File: config.mk
export PLATFORM = sky130hd
export DESIGN_NAME = dcache_top
export DESIGN_NICKNAME = d
export VERILOG_FILES = /design/src/design/dcache_pkg.sv /design/src/design/dcache_tag_array.sv /design/src/design/dcache_data_array.sv /design/src/design/dcache_ctrl.sv /design/src/design/dcache_top.sv
export SDC_FILE = /design/constraint.sdc
export NUM_CORES = 2
export LEC_CHECK = 0
export ABC_AREA = 1
export BUFFER_PORTS_ARGS = -buffer_cell sky130_fd_sc_hd__clkbuf_2
export CORE_MARGIN = 2
export CORE_UTILIZATION = 67
export DETAILED_ROUTE_END_ITERATION = 7
export GPL_TIMING_DRIVEN = 0
export HOLD_SLACK_MARGIN = 0.1
export MAX_ROUTING_LAYER = met4
export PLACE_DENSITY_LB_ADDON = 0.25
export SYNTH_ARGS = -nofsm -noshare
export SYNTH_HDL_FRONTEND = slang
export SYNTH_SLANG_ARGS = --single-unit
File: constraint.sdc
create_clock -name CLK -period 8.5 [get_ports CLK]
set_clock_uncertainty 0.05 [all_clocks]
set_input_delay 0.85 -clock CLK [delete_from_list [all_inputs] [get_ports CLK]]
set_output_delay 0.85 -clock CLK [all_outputs]
set_load 0.01 [all_outputs]
File: src/design/dcache_pkg.sv
package dcache_pkg;

	// cache geometry
	localparam int WORD_W        = 32;
	localparam int SETS          = 8;
	// associativity
	localparam int WAYS          = 2;
	localparam int WORDS_PER_BLK = 2;

	// address layout tag | index | word offset | byte offset
	localparam int IDX_W     = $clog2(SETS);
	localparam int BLKOFF_W  = $clog2(WORDS_PER_BLK);
	localparam int BYTEOFF_W = 2;
	localparam int WAY_W     = $clog2(WAYS);
	localparam int TAG_W     = WORD_W - IDX_W - BLKOFF_W - BYTEOFF_W;

	// bit positions of the fields in a byte address
	localparam int IDX_LSB = BYTEOFF_W + BLKOFF_W;
	localparam int TAG_LSB = IDX_LSB + IDX_W;

	// flush walk covers sets x ways x words
	localparam int FLUSH_CNT_W = IDX_W + WAY_W + BLKOFF_W;

	// data word or byte address
	typedef logic [WORD_W-1:0] word_t;

	typedef logic [TAG_W-1:0] tag_t;

	// set index
	typedef logic [IDX_W-1:0] idx_t;

	// way select
	typedef logic [WAY_W-1:0] way_t;

	// word within a block
	typedef logic [BLKOFF_W-1:0] blkoff_t;

endpackage

File: src/design/dcache_tag_array.sv
`timescale 1ns/10ps

module dcache_tag_array (
	input  logic               CLK,
	input  logic               nRST,
	input  dcache_pkg::idx_t   idx,
	input  dcache_pkg::tag_t   tag,
	input  dcache_pkg::way_t   way_sel,
	output logic               hit,
	output dcache_pkg::way_t   hit_way,
	output dcache_pkg::way_t   lru_way,
	output logic               sel_valid,
	output logic               sel_dirty,
	output dcache_pkg::tag_t   sel_tag,
	input  logic               tag_we,
	input  logic               new_valid,
	input  logic               new_dirty,
	input  dcache_pkg::tag_t   new_tag,
	input  logic               touch
);

	// per set state with one bit per way
	logic [dcache_pkg::WAYS-1:0] valid_q [dcache_pkg::SETS];
	logic [dcache_pkg::WAYS-1:0] dirty_q [dcache_pkg::SETS];
	dcache_pkg::tag_t            tag_q   [dcache_pkg::SETS][dcache_pkg::WAYS];
	// lru bit names the way to evict next
	dcache_pkg::way_t            lru_q   [dcache_pkg::SETS];

	logic [dcache_pkg::WAYS-1:0] match;

	// compare against both ways of the set
	assign match[0] = valid_q[idx][0] && (tag_q[idx][0] == tag);
	assign match[1] = valid_q[idx][1] && (tag_q[idx][1] == tag);

	assign hit     = |match;
	// way 0 when nothing matches
	assign hit_way = dcache_pkg::way_t'(match[1]);
	assign lru_way = lru_q[idx];

	// fields of the selected way
	assign sel_valid = valid_q[idx][way_sel];
	assign sel_dirty = dirty_q[idx][way_sel];
	assign sel_tag   = tag_q[idx][way_sel];

	// status bits
	always_ff @(posedge CLK, negedge nRST) begin
		if (!nRST) begin
			for (int s = 0; s < dcache_pkg::SETS; s++) begin
				valid_q[s] <= '0;
				dirty_q[s] <= '0;
				lru_q[s]   <= '0;
			end
		end else begin
			if (tag_we) begin
				valid_q[idx][way_sel] <= new_valid;
				dirty_q[idx][way_sel] <= new_dirty;
			end
			// the other way becomes the victim
			if (touch) begin
				lru_q[idx] <= ~hit_way;
			end
		end
	end

	// tag storage
	always_ff @(posedge CLK) begin
		if (tag_we) begin
			tag_q[idx][way_sel] <= new_tag;
		end
	end

	// no set holds the same tag in both valid ways
	for (genvar s = 0; s < dcache_pkg::SETS; s++) begin : g_uniq
		a_uniq_tag: assert property (@(posedge CLK) disable iff (!nRST)
			!(&valid_q[s] && (tag_q[s][0] == tag_q[s][1])));
	end

endmodule

File: src/design/dcache_data_array.sv
`timescale 1ns/10ps

module dcache_data_array (
	input  logic                CLK,
	input  dcache_pkg::idx_t    idx,
	input  dcache_pkg::way_t    way,
	input  dcache_pkg::blkoff_t word,
	input  logic                we,
	input  dcache_pkg::word_t   wdata,
	output dcache_pkg::word_t   rdata
);

	// word storage by set x way x word
	dcache_pkg::word_t mem_q [dcache_pkg::SETS][dcache_pkg::WAYS][dcache_pkg::WORDS_PER_BLK];

	// single write port
	always_ff @(posedge CLK) begin
		if (we) begin
			mem_q[idx][way][word] <= wdata;
		end
	end

	// combinational read at the write address
	// store hit and refill see old data until the edge
	assign rdata = mem_q[idx][way][word];

endmodule

File: src/design/dcache_ctrl.sv
`timescale 1ns/10ps

module dcache_ctrl (
	input  logic                CLK,
	input  logic                nRST,
	// datapath side
	input  logic                halt,
	input  logic                dmem_ren,
	input  logic                dmem_wen,
	input  dcache_pkg::word_t   dmem_addr,
	input  dcache_pkg::word_t   dmem_store,
	output logic                dhit,
	output dcache_pkg::word_t   dmem_load,
	output logic                flushed,
	// memory side
	output logic                mem_ren,
	output logic                mem_wen,
	output dcache_pkg::word_t   mem_addr,
	output dcache_pkg::word_t   mem_store,
	input  dcache_pkg::word_t   mem_load,
	input  logic                mem_wait,
	// tag array
	output dcache_pkg::idx_t    idx,
	output dcache_pkg::tag_t    tag,
	output dcache_pkg::way_t    way_sel,
	output logic                tag_we,
	output logic                new_valid,
	output logic                new_dirty,
	output dcache_pkg::tag_t    new_tag,
	output logic                touch,
	input  logic                hit,
	input  dcache_pkg::way_t    hit_way,
	input  dcache_pkg::way_t    lru_way,
	input  logic                sel_valid,
	input  logic                sel_dirty,
	input  dcache_pkg::tag_t    sel_tag,
	// data array
	output dcache_pkg::way_t    data_way,
	output dcache_pkg::blkoff_t data_word,
	output logic                data_we,
	output dcache_pkg::word_t   data_wdata,
	input  dcache_pkg::word_t   data_rdata
);

	typedef enum logic [2:0] {IDLE, WRITEBACK, REFILL, FLUSH, DONE} state_t;

	state_t                              state, nxt_state;
	dcache_pkg::way_t                    vic_way;
	dcache_pkg::blkoff_t                 word_cnt;
	logic [dcache_pkg::FLUSH_CNT_W-1:0]  flush_cnt;

	dcache_pkg::tag_t    req_tag;
	dcache_pkg::idx_t    req_idx;
	dcache_pkg::blkoff_t req_off;
	logic                req, miss, word_last;
	dcache_pkg::idx_t    f_idx;
	dcache_pkg::way_t    f_way;
	dcache_pkg::blkoff_t f_word;
	logic                f_need, f_step;

	// request fields held stable by the datapath through a miss
	assign req_tag = dmem_addr[dcache_pkg::TAG_LSB +: dcache_pkg::TAG_W];
	assign req_idx = dmem_addr[dcache_pkg::IDX_LSB +: dcache_pkg::IDX_W];
	assign req_off = dmem_addr[dcache_pkg::BYTEOFF_W +: dcache_pkg::BLKOFF_W];
	assign req     = dmem_ren || dmem_wen;
	assign miss    = (state == IDLE) && !halt && req && !hit;

	assign word_last = (word_cnt == dcache_pkg::blkoff_t'(dcache_pkg::WORDS_PER_BLK - 1));

	// flush walk order set | way | word
	assign f_word = flush_cnt[0 +: dcache_pkg::BLKOFF_W];
	assign f_way  = flush_cnt[dcache_pkg::BLKOFF_W +: dcache_pkg::WAY_W];
	assign f_idx  = flush_cnt[dcache_pkg::FLUSH_CNT_W-1 -: dcache_pkg::IDX_W];
	// only dirty valid words go to memory
	assign f_need = sel_valid && sel_dirty;
	assign f_step = !f_need || !mem_wait;

	assign tag       = req_tag;
	assign dmem_load = data_rdata;
	assign mem_store = data_rdata;
	// stays high until reset
	assign flushed   = (state == DONE);

	always_comb begin
		nxt_state  = state;
		dhit       = 1'b0;
		mem_ren    = 1'b0;
		mem_wen    = 1'b0;
		mem_addr   = {req_tag, req_idx, word_cnt, {dcache_pkg::BYTEOFF_W{1'b0}}};
		idx        = req_idx;
		way_sel    = vic_way;
		tag_we     = 1'b0;
		new_valid  = 1'b1;
		new_dirty  = 1'b0;
		new_tag    = req_tag;
		touch      = 1'b0;
		data_way   = vic_way;
		data_word  = word_cnt;
		data_we    = 1'b0;
		data_wdata = mem_load;
		case (state)
			IDLE: begin
				// hit way for access, lru way for victim check
				way_sel    = hit ? hit_way : lru_way;
				data_way   = hit_way;
				data_word  = req_off;
				data_wdata = dmem_store;
				if (halt) begin
					nxt_state = FLUSH;
				end else if (req && hit) begin
					dhit  = 1'b1;
					touch = 1'b1;
					// store marks the block dirty
					if (dmem_wen) begin
						data_we   = 1'b1;
						tag_we    = 1'b1;
						new_dirty = 1'b1;
					end
				end else if (req) begin
					nxt_state = (sel_valid && sel_dirty) ? WRITEBACK : REFILL;
				end
			end
			WRITEBACK: begin
				// victim address from its own tag
				mem_wen  = 1'b1;
				mem_addr = {sel_tag, req_idx, word_cnt, {dcache_pkg::BYTEOFF_W{1'b0}}};
				if (!mem_wait && word_last) begin
					nxt_state = REFILL;
				end
			end
			REFILL: begin
				mem_ren = 1'b1;
				data_we = !mem_wait;
				// install tag clean with the last word
				if (!mem_wait && word_last) begin
					tag_we    = 1'b1;
					nxt_state = IDLE;
				end
			end
			FLUSH: begin
				idx       = f_idx;
				way_sel   = f_way;
				data_way  = f_way;
				data_word = f_word;
				mem_wen   = f_need;
				mem_addr  = {sel_tag, f_idx, f_word, {dcache_pkg::BYTEOFF_W{1'b0}}};
				new_valid = 1'b0;
				new_tag   = sel_tag;
				// invalidate after the last word of the block
				if (f_step && (f_word == dcache_pkg::blkoff_t'(dcache_pkg::WORDS_PER_BLK - 1))) begin
					tag_we = 1'b1;
				end
				if (f_step && (&flush_cnt)) begin
					nxt_state = DONE;
				end
			end
			default: begin
				nxt_state = DONE;
			end
		endcase
	end

	always_ff @(posedge CLK, negedge nRST) begin
		if (!nRST) begin
			state     <= IDLE;
			vic_way   <= '0;
			word_cnt  <= '0;
			flush_cnt <= '0;
		end else begin
			state <= nxt_state;
			if (miss) begin
				vic_way <= lru_way;
			end
			// wraps to zero at the end of each block
			if ((state == WRITEBACK || state == REFILL) && !mem_wait) begin
				word_cnt <= word_cnt + 1'b1;
			end
			if (state == FLUSH && f_step) begin
				flush_cnt <= flush_cnt + 1'b1;
			end
		end
	end

	a_mem_excl: assert property (@(posedge CLK) disable iff (!nRST)
		!(mem_ren && mem_wen));

	// request held under back-pressure
	a_mem_hold: assert property (@(posedge CLK) disable iff (!nRST)
		(mem_ren || mem_wen) && mem_wait |=>
		$stable(mem_ren) && $stable(mem_wen) && $stable(mem_addr));

endmodule

File: src/design/dcache_top.sv
`timescale 1ns/10ps

module dcache_top (
	input  logic              CLK,
	input  logic              nRST,
	// datapath side
	input  logic              halt,
	input  logic              dmem_ren,
	input  logic              dmem_wen,
	input  dcache_pkg::word_t dmem_addr,
	input  dcache_pkg::word_t dmem_store,
	output logic              dhit,
	output dcache_pkg::word_t dmem_load,
	output logic              flushed,
	// memory side
	output logic              mem_ren,
	output logic              mem_wen,
	output dcache_pkg::word_t mem_addr,
	output dcache_pkg::word_t mem_store,
	input  dcache_pkg::word_t mem_load,
	input  logic              mem_wait
);

	// tag array wires
	dcache_pkg::idx_t    idx;
	dcache_pkg::tag_t    tag, new_tag, sel_tag;
	dcache_pkg::way_t    way_sel, hit_way, lru_way;
	logic                tag_we, new_valid, new_dirty, touch;
	logic                hit, sel_valid, sel_dirty;
	// data array wires
	dcache_pkg::way_t    data_way;
	dcache_pkg::blkoff_t data_word;
	logic                data_we;
	dcache_pkg::word_t   data_wdata, data_rdata;

	dcache_ctrl i_ctrl (.*);

	dcache_tag_array i_tags (.*);

	// data array shares the controller index
	dcache_data_array i_data (
		.CLK   (CLK),
		.idx   (idx),
		.way   (data_way),
		.word  (data_word),
		.we    (data_we),
		.wdata (data_wdata),
		.rdata (data_rdata)
	);

endmodule

==> run_results.csv <==
group,metric,value,unit
run_status,outcome,"complete, but fails checks",
run_status,violations,"capacitance limit, slew limit",
routing,firstDrtPassIters,8,
sta,fin_hold_ws,0.4248,ns
power_and_ir_drop,powerDensity,339.8,nW/um^2
sta,tightest_slew,1.573,ns
critical_path,r2r_start,"i_ctrl.state[1]$_DFFE_PN0P_",
sta,period_minus_slack,7.794,ns
final_layout,fin_cells,6354,
floorplan,num_rows,109,
critical_path,reg2reg_slack,1.68,ns
power_and_ir_drop,power,23.16,mW
routing,wl_per_cell,33.45,um
logic_synthesis,yosys_warnings,0,
floorplan,dieArea,91680,sq um
clock_tree,clk_latency,0.79,ns
min_path,min_to,"i_tags.valid_q[11]$_DFFE_PN0P_",
logic_synthesis,synth.distinct_cells,41,
logic_synthesis,synth_area_leader_cell,"edfxtp_1",
job,drv_cap,3,
logic_synthesis,syn-cell-area,59810,sq um
routing,postRouteAntennaNets,0,
critical_path,worstSetupStartpointType,"flip-flop",
final_layout,n_fill_cell,5066,
logic_synthesis,synth_flop_cell,"edfxtp_1",
clock_tree,postCtsSetupBuffers,0,
sta,hold_violations,0,
floorplan,ios,202,
clock_tree,cts_resized,0,
clock_tree,clockBufferDepth,3,
global_routing,grt_pass1_vias,41805,
logic_synthesis,synth_cells,4665,
routing,drc,0,
logic_synthesis,yosysSeqAreaShare,74.39,%
placed_design,hpwl,135.3,mm
sta,rsz0062_at_grt,"no",
sta,setup_viol,0,
floorplan,die_w,302.8,um
critical_path,worstSetupPathType,"reg -> out",
power_and_ir_drop,p_leak,25.24,nW
logic_synthesis,synth_top_area_share,72.30,%
final_layout,final_net_count,5168,
global_routing,antenna_found_initial,6,
global_routing,grt_use_total,48.04,%
critical_path,end_kind,"output pin",
global_routing,grt_overflow,0,
clock_tree,htree_levels,4,
logic_synthesis,synth_area_leaders,"edfxtp_1, nand2_1, a22oi_1",
clock_tree,cts_inserted_buffers,146,
floorplan,core-area,88370,sq um
min_path,min_delay_path_depth,2,
clock_tree,path_clk_slew,0.06,ns
logic_synthesis,async_reset_ff_share,3.356,%
critical_path,reg2regPathDepth,23,
floorplan,initial_core_util,67.68,%
clock_tree,cts_root_buffer,"clkbuf_16",
critical_path,crit_start,"i_ctrl.state[2]$_DFFE_PN0P_",
global_routing,grt_max_degree,51,
final_layout,area_delta_synth_final,13.94,%
placed_design,io_buffers,197,
floorplan,die_y,302.8,um
critical_path,cp.required,7.60,ns
clock_tree,cts_tree,"done",
routing,via_per_inst,6.935,
final_layout,final_common_cell,"edfxtp_1",
critical_path,arrival,6.89,ns
placed_design,pre_cts_ws,1.810,ns
routing,wirelength,212.5,mm
power_and_ir_drop,ir_drop,0.0004522,V
global_routing,grt_pass1_wl,292.9,mm
clock_tree,cts.sink_count,1490,
sta,worst_slack,0.7063,ns
sta,tns,0,ns
logic_synthesis,avgSynthCellArea,12.82,sq um
sta,slew_viol_final,33,
final_layout,drive_gt1_share,13.13,%
critical_path,cp_max_fo,10,
logic_synthesis,synth_edf_count,1440,
routing,dr_total_vias,44065,
sta,worst_slew_margin_rel,-4.842,%
logic_synthesis,ys_seq_elements,1490,
placed_design,placed_cells,6076,
routing,drt_iter0_markers,8331,
sta,clock.fmax,128.3,MHz
min_path,worstHoldStart,"i_tags.valid_q[11]$_DFFE_PN0P_",
critical_path,timing.rr.end,"i_data.mem_q[0][105]$_DFFE_PP_",
sta,period_share,91.69,%
final_layout,most-common-layout-cells,"edfxtp_1, nand2_1, a22oi_1, inv_1, nand3_1",
min_path,hold_path_class,"reg -> reg",
placed_design,gp_congestion,1.073,
[Yosys cell counts, types with 5 or more instances]
master and number:
a21oi_1 16, a221oi_1 72, a22o_1 67, a22oi_1 335, buf_1 25, buf_2 64
buf_4 54, buf_6 5, clkbuf_1 119, dfrtp_1 50, edfxtp_1 1440, inv_1 288
inv_2 8, nand2_1 1387, nand2_2 22, nand3_1 202, nand3b_1 13, nand4_1 136
nor2_1 145, nor2_2 11, nor3_1 12, o211ai_1 9, o21ai_0 111, o21ai_1 29
o22ai_1 19
[worst max-delay path by stage]
stage                                          end  slack [ns]  cells past startpoint
floorplan            i_data.mem_q[0][64]$_DFFE_PP_        3.79                     20
CTS                                  mem_store[10]        1.21                     24
detailed placement                   mem_store[27]        1.81                     17
finish                               mem_store[10]        0.71                     16
global route                         mem_store[12]        0.76                     23
global placement    i_data.mem_q[6][118]$_DFFE_PP_       -0.04                     21
[per-layer routing]
| metal | wire length (um) | track usage, % | part of all wire [%] | up-vias |
|---|---|---|---|---|
| li1 | - | - | - | 17661 |
| met1 | 65460 | 55.37 | 31 | 20553 |
| met2 | 93590 | 69.27 | 44 | 4583 |
| met3 | 32640 | 16.20 | 15 | 1268 |
| met4 | 20830 | 37.87 | 9.8 | 0 |
| met5 | 0 | - | 0 | - |
[per-stage QoR]
| stage | util, % | instance area (sq um) |
|---|---|---|
| CTS | 77.01 | 68060 |
| global placement | 70.45 | 62260 |
| finish | 77.11 | 68150 |
| floorplan | - | 59820 |
| global route | 77.10 | 68140 |
| detailed placement | 71.75 | 63410 |
[final cells by class]
type                       instances  area, sq um  share of cell area, %
antenna                           10        25.02                0.03672
buffer                           267         1324                  1.942
clock buffer                     180         3875                  5.686
clock inverter                    83        774.5                  1.136
inverter                         298         1119                  1.641
multi-input combinational       2611        13170                  19.33
sequential                      1490        44490                  65.29
tap                             1165         1458                  2.139
timing repair buffer             250         1912                  2.805
[power breakdown]
part           switching [mW]  internal, mW
clock network            2.83          3.54
logic                    5.64          1.70
registers              0.0761          9.37
[worst max-delay path, stage by stage, from the launching register on]
cell      delay, ns
dfrtp_1        0.43
inv_2          0.12
nand3_2        0.15
nand2_1        0.10
nand2_1        0.21
nor2_2         0.45
buf_2          0.39
inv_1          0.11
nor2_1         0.89
clkbuf_1       0.93
clkbuf_1       1.08
nand2_1        0.10
nand4_1        0.35
a22oi_1        0.22
nand3_1        0.30
buf_4          0.15
clkbuf_2       0.12
[state kept, by name, indices dropped and copies added (netlist names), 3 cells and up]
name / flops
i_ctrl.flush_cnt: 5
i_ctrl.state: 3
i_tags.valid_q: 16
i_tags.tag_q: 416
i_data.mem_q: 1024
i_tags.lru_q: 8
i_tags.dirty_q: 16
[cell families after synthesis]
logic type | after synthesis | share of synthesized area [%]
other cells | 1 | 0.006270
buf+inv | 565 | 4.081
compound gates | 667 | 7.974
flops | 1490 | 74.39
xor+xnor | 4 | 0.05857
mux | 1 | 0.01883
fa+ha+maj | 2 | 0.04183
simple gates | 1935 | 13.43
[what timing repair did]
item | CTS | global route
hold buffers | 0 | 1
endpoints found under the hold margin | 0 | 9
setup endpoints to repair | 0 | 0
No activity file was read; power rests on OpenSTA's default activity.
